--- src/design/mcu_ao_pkg.sv ---
// Widths, bit positions and the machine interrupt word for the always-on block.
// The word layout follows the RISC-V mip register with sixteen fast lines.

package mcu_ao_pkg;

  localparam int unsigned IRQ_W  = 32;
  localparam int unsigned FAST_W = 16;

  // level sources in the interrupt word
  localparam int unsigned IRQ_SW_BIT    = 3;
  localparam int unsigned IRQ_TIMER_BIT = 7;
  localparam int unsigned IRQ_EXT_BIT   = 11;

  // fast field occupies [30:15]
  localparam int unsigned IRQ_FAST_LSB = 15;

  // idle cycles before the domain is switched off
  localparam int unsigned IDLE_CYCLES_DEFAULT = 8;

  // raw view for the core, field view for the collector
  typedef union packed {
    logic [IRQ_W-1:0] raw;
    struct packed {
      logic              rsvd;
      logic [FAST_W-1:0] fast;
      logic [2:0]        zero3;
      logic              ext;
      logic [2:0]        zero2;
      logic              timer;
      logic [2:0]        zero1;
      logic              sw;
      logic [2:0]        zero0;
    } f;
  } irq_vec_u;

endpackage

--- src/design/irq_collector.sv ---
// Fast sources are one-cycle pulses, held until cleared; levels are sampled as is.
// All inputs are assumed synchronous to clk_i.

`timescale 1ns/1ps

module irq_collector (
  input  logic                          clk_i,
  input  logic                          reset_i,
  input  logic                          irq_software_i,
  input  logic                          irq_timer_i,
  input  logic                          irq_external_i,
  input  logic [mcu_ao_pkg::FAST_W-1:0] fast_src_i,
  input  logic [mcu_ao_pkg::FAST_W-1:0] fast_clear_i,
  output mcu_ao_pkg::irq_vec_u          irq_o,
  output logic                          irq_pending_o
);

  mcu_ao_pkg::irq_vec_u          irq_q;
  mcu_ao_pkg::irq_vec_u          irq_d;
  logic [mcu_ao_pkg::FAST_W-1:0] fast_pend_d;

  // the fast field of the word register doubles as the pending register
  // a pulse arriving together with its clear keeps the bit set
  assign fast_pend_d = (irq_q.f.fast & ~fast_clear_i) | fast_src_i;

  always_comb begin
    irq_d = '0;

    // reserved and padding bits are never written
    irq_d.f.rsvd  = 1'b0;
    irq_d.f.zero3 = 3'b000;
    irq_d.f.zero2 = 3'b000;
    irq_d.f.zero1 = 3'b000;
    irq_d.f.zero0 = 3'b000;

    // level sources, one cycle late
    irq_d.f.sw    = irq_software_i;
    irq_d.f.timer = irq_timer_i;
    irq_d.f.ext   = irq_external_i;

    irq_d.f.fast  = fast_pend_d;
  end

  always_ff @(posedge clk_i) begin
    if (reset_i) begin
      irq_q <= '0;
    end else begin
      irq_q <= irq_d;
    end
  end

  assign irq_o = irq_q;

  // any bit set in the registered word
  assign irq_pending_o = |irq_q.raw;

endmodule

--- src/design/power_domain_seq.sv ---
// One power-gated domain. switch_ack_ni must already be synchronous to clk_i.
// A request that drops mid power-down is served only once the switch reports off.

`timescale 1ns/1ps

module power_domain_seq (
  input  logic clk_i,
  input  logic reset_i,
  input  logic power_off_req_i,
  input  logic switch_ack_ni,
  output logic switch_no,
  output logic iso_no,
  output logic rst_no,
  output logic clkgate_en_no,
  output logic domain_on_o
);

  typedef enum logic [3:0] {
    ST_ON,
    ST_CLK_GATED,
    ST_ISOLATED,
    ST_IN_RESET,
    ST_WAIT_OFF,
    ST_OFF,
    ST_WAIT_ON,
    ST_RST_RELEASED,
    ST_ISO_RELEASED
  } state_e;

  state_e state_q;

  logic switch_q;
  logic iso_q;
  logic rst_q;
  logic clkgate_q;
  logic domain_on_q;

  // each control changes on a state transition, so all come from flops
  always_ff @(posedge clk_i) begin
    if (reset_i) begin
      state_q     <= ST_ON;
      switch_q    <= 1'b1;
      iso_q       <= 1'b1;
      rst_q       <= 1'b1;
      clkgate_q   <= 1'b1;
      domain_on_q <= 1'b1;
    end else begin
      case (state_q)
        ST_ON: begin
          if (power_off_req_i) begin
            clkgate_q   <= 1'b0;
            domain_on_q <= 1'b0;
            state_q     <= ST_CLK_GATED;
          end
        end

        ST_CLK_GATED: begin
          iso_q   <= 1'b0;
          state_q <= ST_ISOLATED;
        end

        ST_ISOLATED: begin
          rst_q   <= 1'b0;
          state_q <= ST_IN_RESET;
        end

        ST_IN_RESET: begin
          switch_q <= 1'b0;
          state_q  <= ST_WAIT_OFF;
        end

        // switch cells report off with ack high
        ST_WAIT_OFF: begin
          if (switch_ack_ni) begin
            state_q <= ST_OFF;
          end
        end

        ST_OFF: begin
          if (!power_off_req_i) begin
            switch_q <= 1'b1;
            state_q  <= ST_WAIT_ON;
          end
        end

        // supply is good once ack goes low again
        ST_WAIT_ON: begin
          if (!switch_ack_ni) begin
            rst_q   <= 1'b1;
            state_q <= ST_RST_RELEASED;
          end
        end

        ST_RST_RELEASED: begin
          iso_q   <= 1'b1;
          state_q <= ST_ISO_RELEASED;
        end

        ST_ISO_RELEASED: begin
          clkgate_q   <= 1'b1;
          domain_on_q <= 1'b1;
          state_q     <= ST_ON;
        end

        default: begin
          state_q <= ST_ON;
        end
      endcase
    end
  end

  assign switch_no     = switch_q;
  assign iso_no        = iso_q;
  assign rst_no        = rst_q;
  assign clkgate_en_no = clkgate_q;
  assign domain_on_o   = domain_on_q;

endmodule

--- src/design/wake_ctrl.sv ---
// Sleep policy for the gated domain. IDLE_CYCLES must be at least 1.
// wakeup_o is combinational and pulses in the cycle domain_on_i returns high.

`timescale 1ns/1ps

module wake_ctrl #(
  parameter int unsigned IDLE_CYCLES = mcu_ao_pkg::IDLE_CYCLES_DEFAULT
) (
  input  logic clk_i,
  input  logic reset_i,
  input  logic core_sleep_i,
  input  logic sleep_enable_i,
  input  logic irq_pending_i,
  input  logic domain_on_i,
  output logic power_off_req_o,
  output logic wakeup_o
);

  localparam int unsigned CNT_W = $clog2(IDLE_CYCLES + 1);
  localparam logic [CNT_W-1:0] CNT_LAST = CNT_W'(IDLE_CYCLES - 1);

  logic             idle;
  logic [CNT_W-1:0] idle_cnt_q;
  logic             req_q;
  logic             went_off_q;

  assign idle = core_sleep_i & sleep_enable_i & ~irq_pending_i;

  // consecutive idle cycles, saturating
  always_ff @(posedge clk_i) begin
    if (reset_i) begin
      idle_cnt_q <= '0;
    end else if (!idle) begin
      idle_cnt_q <= '0;
    end else if (idle_cnt_q != CNT_LAST) begin
      idle_cnt_q <= idle_cnt_q + 1'b1;
    end
  end

  // held until an interrupt shows up or the core wakes on its own
  always_ff @(posedge clk_i) begin
    if (reset_i) begin
      req_q <= 1'b0;
    end else if (req_q && (irq_pending_i || !core_sleep_i)) begin
      req_q <= 1'b0;
    end else if (idle && idle_cnt_q == CNT_LAST) begin
      req_q <= 1'b1;
    end
  end

  // domain was off in the previous cycle
  always_ff @(posedge clk_i) begin
    if (reset_i) begin
      went_off_q <= 1'b0;
    end else begin
      went_off_q <= ~domain_on_i;
    end
  end

  assign power_off_req_o = req_q;
  assign wakeup_o        = domain_on_i & went_off_q;

endmodule

--- src/design/mcu_ao_ctrl.sv ---
// Always-on control: interrupt collection, domain power sequencing and wake-up.
// switch_ack_ni comes from the switch cells and must be synchronous to clk_i.

`timescale 1ns/1ps

module mcu_ao_ctrl #(
  parameter int unsigned IDLE_CYCLES = mcu_ao_pkg::IDLE_CYCLES_DEFAULT
) (
  input  logic                          clk_i,
  input  logic                          reset_i,
  input  logic                          irq_software_i,
  input  logic                          irq_timer_i,
  input  logic                          irq_external_i,
  input  logic [mcu_ao_pkg::FAST_W-1:0] fast_src_i,
  input  logic [mcu_ao_pkg::FAST_W-1:0] fast_clear_i,
  input  logic                          core_sleep_i,
  input  logic                          sleep_enable_i,
  input  logic                          switch_ack_ni,
  output mcu_ao_pkg::irq_vec_u          irq_o,
  output logic                          irq_pending_o,
  output logic                          switch_no,
  output logic                          iso_no,
  output logic                          rst_no,
  output logic                          clkgate_en_no,
  output logic                          domain_on_o,
  output logic                          wakeup_o
);

  logic power_off_req;

  irq_collector irq_collector_i (
    .clk_i,
    .reset_i,
    .irq_software_i,
    .irq_timer_i,
    .irq_external_i,
    .fast_src_i,
    .fast_clear_i,
    .irq_o,
    .irq_pending_o
  );

  wake_ctrl #(
    .IDLE_CYCLES(IDLE_CYCLES)
  ) wake_ctrl_i (
    .clk_i,
    .reset_i,
    .core_sleep_i,
    .sleep_enable_i,
    .irq_pending_i  (irq_pending_o),
    .domain_on_i    (domain_on_o),
    .power_off_req_o(power_off_req),
    .wakeup_o
  );

  power_domain_seq power_domain_seq_i (
    .clk_i,
    .reset_i,
    .power_off_req_i(power_off_req),
    .switch_ack_ni,
    .switch_no,
    .iso_no,
    .rst_no,
    .clkgate_en_no,
    .domain_on_o
  );

endmodule

--- config.mk ---
export PLATFORM = sky130hd
export DESIGN_NAME = mcu_ao_ctrl
export DESIGN_NICKNAME = d
export VERILOG_FILES = /design/src/design/mcu_ao_pkg.sv /design/src/design/irq_collector.sv /design/src/design/power_domain_seq.sv /design/src/design/wake_ctrl.sv /design/src/design/mcu_ao_ctrl.sv
export SDC_FILE = /design/constraint.sdc
export NUM_CORES = 1
export LEC_CHECK = 0
export ABC_CLOCK_PERIOD_IN_PS = 1500
export BUFFER_PORTS_ARGS = -buffer_cell sky130_fd_sc_hd__buf_4
export CAP_MARGIN = 15
export CORE_MARGIN = 5
export CORE_UTILIZATION = 39
export DETAILED_ROUTE_END_ITERATION = 12
export GPL_TIMING_DRIVEN = 1
export HOLD_SLACK_MARGIN = 0.06
export PLACE_DENSITY = 0.75
export SYNTH_ARGS = -nofsm -noshare
export SYNTH_HDL_FRONTEND = slang
export SYNTH_HIERARCHICAL = 1
export SYNTH_SLANG_ARGS = --single-unit
--- constraint.sdc ---
create_clock -name clk_i -period 1.5 [get_ports clk_i]
set_input_delay 0.15 -clock clk_i [delete_from_list [all_inputs] [get_ports clk_i]]
set_output_delay 0.15 -clock clk_i [all_outputs]
set_load 0.01 [all_outputs]
Yosys cells after proc, flatten, opt, wreduce, memory -nomap -nowiden. Cells that the tools add are included.

Flip-flop bits (word level): 46. Bits of input ports: 40. Output and inout bits: 39.

Muxes and demuxes: 12. Bitwise logic cells: 9. Add/subtract/negate cells: 1. Reduce and logical (&&, ||, !) cells: 16. Equal/unequal tests: 14.

Operators by type and width (count): 4-bit case mux with 8 select lines (1); 32-bit OR reduction (1); 4-bit by 3-bit == test with 1-bit output, second input constant (5); 16-bit bitwise AND (1); 4-bit two-way mux (4); 16-bit NOT (1); 16-bit bitwise OR (1); 4-bit by 2-bit == test with 1-bit output, second input constant (2); 2-bit inequality test, second input constant (4); 1-bit case mux with 2 select lines (4); 2-bit nonzero test (4); 2-bit AND reduction (3); 4-bit by 1-bit adder with 4-bit output, second input constant (1); 4-bit by 1-bit == test with 1-bit output, second input constant (1); 4-bit == test, second input constant (1); 4-bit zero test (1); 4-bit by 3-bit inequality test with 1-bit output, second input constant (1); 4-bit AND reduction (1); 2-bit OR reduction (2); 1-bit bitwise AND (3); 1-bit two-way mux (3); 1-bit NOT (3); 1-bit logical AND (2); 1-bit zero test (1); 1-bit logical OR (1).

Depth between registers and ports, before layout. Gate-level depths: netlist of the first run.

Depth in word-level cells: 5. Depth in mapped cells: 6. Gate-level depth less buffers: 6.

Hierarchy. Netlist of the first run, hierarchy kept.

By module, submodules not included: irq_collector (cells each 92, instances 1, area an instance 754.5 sq um); power_domain_seq (cells each 39, instances 1, area an instance 364.1 sq um); wake_ctrl (cells each 27, instances 1, area an instance 246.5 sq um).

Least setup slack after synthesis of the first run. No wires, ideal clock.

Path kind: reg-to-reg. Start point: reg irq_collector_i.irq_q, in the netlist irq_collector_i/irq_o[18]. End point: reg wake_ctrl_i.idle_cnt_q[3]. Setup slack: -0.169 ns. Data arrival time: 1.595 ns. Cell stages (with the launch flop): 7. Data required time: 1.427 ns. Path buffers: 0. Clock period less this slack: 1.669 ns. Path through: dfxtp_1 nor4_1 nand4_1 or4_1 nor2_1 nand3_1 nor3_2.

Cells in the longest elaborated chain, start to end: 5.

RTL lines: from (decl) (line irq_collector.sv:18) `mcu_ao_pkg::irq_vec_u irq_q;`; from (signal assigned) (line irq_collector.sv:48) `irq_q <= irq_d;`; 32-bit OR reduction (line irq_collector.sv:55) `assign irq_pending_o = |irq_q.raw;`; named net irq_pending_o (line mcu_ao_ctrl.sv:20) `output logic irq_pending_o,`; 1-bit NOT (line wake_ctrl.sv:27) `assign idle = core_sleep_i & sleep_enable_i & ~irq_pending_i;`; 1-bit bitwise AND (line wake_ctrl.sv:27); 1-bit NOT (no source line); 2-bit OR reduction (no source line); to (signal assigned) (line wake_ctrl.sv:36) `idle_cnt_q <= idle_cnt_q + 1'b1;`; to (decl) (line wake_ctrl.sv:23) `logic [CNT_W-1:0] idle_cnt_q;`.

The timed path passes the listed nets, and every way through them passes these cells. A chain may end at the register's enable or synchronous reset.

Worst setup path in the final report of the first run.
Start point: reg irq_collector_i.irq_q, in the netlist irq_collector_i/irq_o[18]. End point: out irq_pending_o.

Cells in the longest elaborated chain, start to end: 1.

RTL lines (line): 32-bit OR reduction (irq_collector.sv:55); to (decl) (mcu_ao_ctrl.sv:20).

No other way between the ends.

==> impl_results.md, run 1 <==
* Die height at 69.2 um
* Via count at 1406
* Critical path startpoint category: flip-flop
* Hold crit path type: input port to flip-flop
* YS warnings at 6
* Final worst slack at -0.283 ns
* Run status: complete, but fails checks
* Final nets at 302
* Fin crit share at 119%
* Hold path startpoint: switch_ack_ni
* Register area share after synthesis at 48.4%
* Core area at 3360 um2
* VDD IR max at 0.458 mV
* Post-synthesis cell type count at 38
* Fmax at 561 MHz
* Detail Route Antenna Nets at 0
* Critical Path Sink Type: output pin
* All-Layer GR Usage at 17.0%
* Flop pwr share at 47.5%
* GRT met1 Usage at 17.9%
* Area Growth Syn to Fin at 69.4%
* Number of global-route vias before repair at 1445
* CTS clk-pin slew, worst paths at 0.11 ns
* Top cells by area, synth: dfxtp_1, buf_4, a21oi_1
* Tmin final at 1.78 ns
* Post-synth EDFFs at 0
* Fillers at 267
* Critical-path maximum fanout at 2
* Die footprint at 4780 um2
* CP cell instances: nor4_1 -> nand4_1 -> or4_4 -> buf_6
* Avg Inst Size Synth at 8.64 um2
* Sw Pwr at 465 uW
* Antenna cells at 0
* Placer Congestion at 0.759
* Pint at 1.51 mW
* CP arrival at 1.63 ns
* Max-Cap Viols at 0
* Initial DRC count at 31
* Reg2reg setup slack at -0.23 ns
* Synth area leader: dfxtp_1
* Setup TNS at -1.20 ns
* First-pass GRT wire length at 6580 um
* Worst path slowest cell: or4_4
* Core Rows at 21
* Cell depth of the worst flop-to-flop path at 7
* Top cells by count, synth: dfxtp_1, nor2_1, a21oi_1, inv_1, buf_4
* Most numerous cell in the Yosys netlist: dfxtp_1
* Crit path buffers/inverters at 1
* CP top delay family: simple AND/OR/NAND/NOR gates
* CP required at 1.35 ns
* Leak at 1.09 nW
* Clock share of power at 35.8%
* #FFs+latches synth at 33
* Post-synth ARST share at 0%
* Global-route met2 utilization at 28.4%
* Slowest stage delay, CP at 0.43 ns
* Final setup fails at 6
* Top Usage Layer GRT: met2
* Worst Hold End: power_domain_seq_i/rst_no
* Violated checks: setup timing
* Setup crit start: irq_collector_i/irq_o[18]
* Detailed Routing Iterations Pass 1 at 5
* Drt drc at 0
* Sw Ratio at 23.6%
* Drt via density at 4.56
* Gr ovfl total at 0
* Met3 Usage GRT at 7.99%
* Pin count of the biggest net entering global routing at 31
* Final Hold Viols at 0
* PD cells at 853 nW/um2
* Hold path depth at 3
* # port buffers at 65
* # IOs at 79
* CTS tree: yes
* Critical path type: flip-flop to output pin
* Worst reg2reg endpoint: wake_ctrl_i/idle_cnt_q[3]
* Combinational Power Share at 16.7%
* Critical R2R Launch: irq_collector_i/irq_o[18]
* Initial antenna violation count at 0
* Detailed Place HPWL at 2570 um
* Post-Place Cells at 278
* Ys flop type: dfxtp_1
* DRT Wirelength at 3960 um
* Share of cells above drive strength 1 at 40.5%
* Initial Util at 40.6%
* Post-Layout Cell Count at 308
* Num CTS Buffers at 5
* Bufs on Longest Clock Path at 2
* RSZ-0062 raised after global routing: yes
* Clk_lat worst skew at 0.33 ns
* Clock root cell: clkbuf_4
* Cells after Synth at 158
* Mean routed wirelength per cell at 12.9 um
* CTS H-tree lvls at 2
* Die Width at 69.2 um
* Max-slew violation count at 0
* Clk_skew at 0.0130 ns
* Synth top area share at 48.4%
* Cell Area, Synth at 1370 um2
* Clock sinks at 33
[stage by stage]
stage / util (%) / power, mW / setup WS, ns / hold WS, ns / cell area [um2]
finish: 68.8 / 1.97 / -0.283 / 0.0962 / 2310
global route: 68.8 / 2.07 / -0.402 / 0.0697 / 2310
global placement: 58.6 / 1.22 / -0.153 / 0.357 / 1970
floorplan: - / 1.06 / -0.0596 / 0.217 / 1430
CTS: 68.3 / 1.96 / -0.330 / 0.0780 / 2300
detailed placement: 58.6 / 1.22 / -0.158 / 0.361 / 1970
[sequential cells by signal, indices dropped and copies added, names as in the netlist]
register / flops
irq_collector_i/irq_o: 19
power_domain_seq_i/domain_on_o: 1
power_domain_seq_i/iso_no: 1
power_domain_seq_i/rst_no: 1
power_domain_seq_i/state_q: 4
power_domain_seq_i/switch_no: 1
wake_ctrl_i/idle_cnt_q: 4
wake_ctrl_i/power_off_req_o: 1
wake_ctrl_i/went_off_q: 1
[worst max-delay path by stage]
stage / to / slack, ns / depth (start not counted)
final: irq_pending_o / -0.28 / 4
after global routing: irq_pending_o / -0.40 / 4
after CTS: irq_pending_o / -0.33 / 4
after detailed placement: wake_ctrl_i/idle_cnt_q[3] / -0.16 / 6
after global placement: wake_ctrl_i/idle_cnt_q[3] / -0.15 / 6
after floorplan: wake_ctrl_i/idle_cnt_q[3] / -0.06 / 6
[final cells by class]
type	instances	area (um2)	share of cell area, %
Timing Repair Buffer	103	830	35.9
Sequential cell	33	667	28.8
Multi-Input combinational cell	102	609	26.4
Inverter	16	60.1	2.60
Tap cell	46	57.6	2.49
Clock buffer	6	51.3	2.22
Clock inverter	2	37.5	1.62
[cell families after synthesis]
kind of cell	Yosys count	share of synthesized area (%)
fa+ha+maj	1	0.916
buf+inv	35	13.7
compound gates	28	12.5
other cells	1	0.275
flops	33	48.4
xor+xnor	3	1.93
mux	1	0.825
simple gates	56	21.4
[layer usage]
layer	vias to the layer above	wire (um)
met5	-	0
met2	62	1920
met3	13	404
met1	629	1510
li1	702	-
met4	0	126
[cells in the final DEF, fill, tap and decap left out, drive strengths merged, types with 3 or more instances in the layout]
cell         synthesis  layout
buf                 18      82
clkbuf               1       6
nand3                3       3
nor2b                4       4
dlygate4sd3          0      21
dfxtp               33      33
nand3b               3       3
nor2                23      23
nor3                 3       3
nand2                7       7
inv                 16      16
a21oi               19      19
conb                 1      13
nor4                 5       5
[worst reg2reg max path, delay by kind of cell, from the launching register on]
kind	cells	cell delay, ns
and+or+nand+nor	6	1.16
buffers and inverters	1	0.16
DFF	1	0.34
[timing repair]
item | CTS | global route
resized for setup | 3 | 4
hold buffers | 21 | 0
setup endpoints to repair | 6 | 6
pin swaps | 4 | 2
setup buffers | 1 | 0
endpoints found under the hold margin | 20 | 0
[power by group through the flow]
stage	combinational (mW)	sequential (mW)	clock [mW]
floorplan	0.0935	0.968	0
global placement	0.269	0.948	0
detailed placement	0.272	0.950	0
CTS	0.318	0.932	0.714
global route	0.360	0.940	0.773
finish	0.330	0.936	0.706
(Power assumes the default switching activity.)
==> inputs of run 2 (changes only) <==
--- a/config.mk
+++ b/config.mk
@@ -16,5 +16,4 @@
 export PLACE_DENSITY = 0.75
 export SYNTH_ARGS = -nofsm -noshare
 export SYNTH_HDL_FRONTEND = slang
-export SYNTH_HIERARCHICAL = 1
 export SYNTH_SLANG_ARGS = --single-unit
==> impl_results.md, run 2 <==
* Run status: complete, but fails checks
* Violated checks: setup timing
* Initial antenna violation count at 0
* WL met3 at 263 um
* Gr ovfl total at 0
* # port buffers at 65
* Clock root cell: clkbuf_4
* Clk_lat worst skew at 0.31 ns
* Post-synth EDFFs at 0
* Top cells by count, synth: dfxtp_1, a21oi_1, nor2_1, inv_1, buf_4
* CP cell instances: nor4_4 -> nand3_1 -> or2_1 -> buf_6
* Pin count of the biggest net entering global routing at 28
* Register area share after synthesis at 46.6%
* Total Power at 1.74 mW
* Post-synthesis cell type count at 37
* Ys flop type: dfxtp_1
* Critical path startpoint category: flip-flop
* Placer Congestion at 0.788
* Mean routed wirelength per cell at 12.2 um
* Avg Inst Size Synth at 8.64 um2
* Detail Route Antenna Nets at 0
* Number of global-route vias before repair at 1309
* RSZ-0062 raised after global routing: yes
* CTS tree: yes
* Fin crit share at 105%
* Met1 wire length at 1400 um
* Drt drc at 0
* Fillers at 303
* DRT Wirelength at 3630 um
* Met2 Routed Length at 1900 um
* Detailed Routing Iterations Pass 1 at 4
* Via count at 1342
* Hold crit path type: input port to flip-flop
* Drt via density at 4.52
* Cell Area, Synth at 1420 um2
* Clock sinks at 33
* Final nets at 292
* Setup TNS at -0.0686 ns
* Max-Cap Viols at 0
* CTS H-tree lvls at 2
* Synth top area share at 46.6%
* PD cells at 789 nW/um2
* All-Layer GR Usage at 14.8%
* Initial Util at 41.5%
* Antenna cells at 0
* Leak at 1.04 nW
* Num CTS Buffers at 5
* Detailed Place HPWL at 2540 um
* Footprint of the multi-input gates at 647 um2
* VDD IR max at 0.535 mV
* Clk_skew at 0.00834 ns
* Final setup fails at 1
* Hold path depth at 4
* Share of cells above drive strength 1 at 35.1%
* Final instance area at 2210 um2
* CP required at 1.35 ns
* Final Hold Viols at 0
* Highest Signal Layer: met4
* Commonest non-fill, non-tap cell in the layout: buf_4
* Tmin final at 1.57 ns
* Most frequent cells in the layout: buf_4, dfxtp_1, a21oi_1
* #FFs+latches synth at 33
* Critical-path maximum fanout at 3
* Fmax at 638 MHz
* CP arrival at 1.42 ns
* Critical Path Sink Type: output pin
* Die Width at 70.3 um
* Core Rows at 21
* # IOs at 79
* Die height at 70.3 um
* Core area at 3420 um2
* Critical path type: flip-flop to output pin
* Cell Area, Placed at 1880 um2
* CTS clk-pin slew, worst paths at 0.10 ns
* Die footprint at 4940 um2
* Reg area at 671 um2
* Cells after Synth at 164
* Max-slew violation count at 0
* Initial DRC count at 72
* Post-synth ARST share at 0%
* Area Growth Syn to Fin at 55.7%
* First-pass GRT wire length at 5940 um
* YS warnings at 0
* Most numerous cell in the Yosys netlist: dfxtp_1
* Bufs on Longest Clock Path at 2
* Synth area leader: dfxtp_1
* Cell depth of the worst flop-to-flop path at 3
* Top cells by area, synth: dfxtp_1, a21oi_1, buf_4
* Largest register FFs at 19
* Worst path slowest cell: dfxtp_4
* Final hold slack at 0.136 ns
* Final worst slack at -0.0686 ns
* Slowest stage delay, CP at 0.37 ns
-- run 2: changes by cell type after synthesis, moves of 2 or more --
cell	before	now
nand2_1	7	5
nor3_1	2	8
a211oi_1	2	0
nor2_1	23	20
nand2b_1	1	3
mux2i_1	0	2
a21oi_1	18	21
-- run 2: per-layer routing --
| metal | track usage, % | vias to the layer above |
|---|---|---|
| met1 | 16.8 | 601 |
| li1 | - | 688 |
| met5 | 0 | - |
| met4 | 5.74 | 0 |
| met3 | 4.73 | 4 |
| met2 | 25.5 | 49 |
-- run 2: power breakdown --
part	switching, mW	leakage (nW)	internal [mW]
clock network	0.263	0.0314	0.221
registers	0.0410	0.274	0.914
logic	0.116	0.736	0.184
total	0.420	1.04	1.32
-- run 2: final cells by class --
class | count | share of cell area (%)
timing repair buffer | 88 | 32.3
clock buffer | 7 | 2.50
sequential | 33 | 30.4
tap | 46 | 2.61
multi-input combinational | 106 | 29.3
inverter | 17 | 2.89
-- run 2: cell families after synthesis --
family          share of synthesized area, %
fa+ha+maj                              0.883
compound gates                          11.5
xor+xnor                                1.24
buf+inv                                 14.4
other cells                            0.265
mux                                     1.41
flops                                   46.6
simple gates                            23.7
-- run 2: critical path, delay by kind of cell, from the launching register on --
family,cells,cell delay [ns]
AND/OR/NAND/NOR,3,0.62
buffers and inverters,1,0.13
flip-flops,1,0.37
-- run 2: final timing paths --
check / start / endpoint / slack (ns)
worst min register to register: power_domain_seq_i.domain_on_o / wake_ctrl_i.went_off_q / 0.48
worst min-delay path: fast_clear_i[6] / irq_collector_i.irq_o[21] / 0.14
worst max register to register: power_domain_seq_i.state_q[2] / power_domain_seq_i.iso_no / 0.29
worst max-delay path: irq_collector_i.irq_o[22] / irq_pending_o / -0.07
-- run 2: metrics by stage --
stage                     util (%)  instances  setup slack [ns]
after floorplan                  -        176             0.295
after global placement        55.1        269             0.183
after detailed placement      55.1        269             0.184
after CTS                     63.9        297           -0.0943
after global routing          64.6        297            -0.148
final                         64.6        297           -0.0686
-- run 2: what timing repair did --
item / in CTS / in global routing
endpoints found under the setup margin: 1 / 1
hold buffers: 19 / 0
pin swaps: 3 / 6
gates resized for setup: 9 / 6
buffers inserted: 2 / 0
hold endpoints to repair: 19 / 0
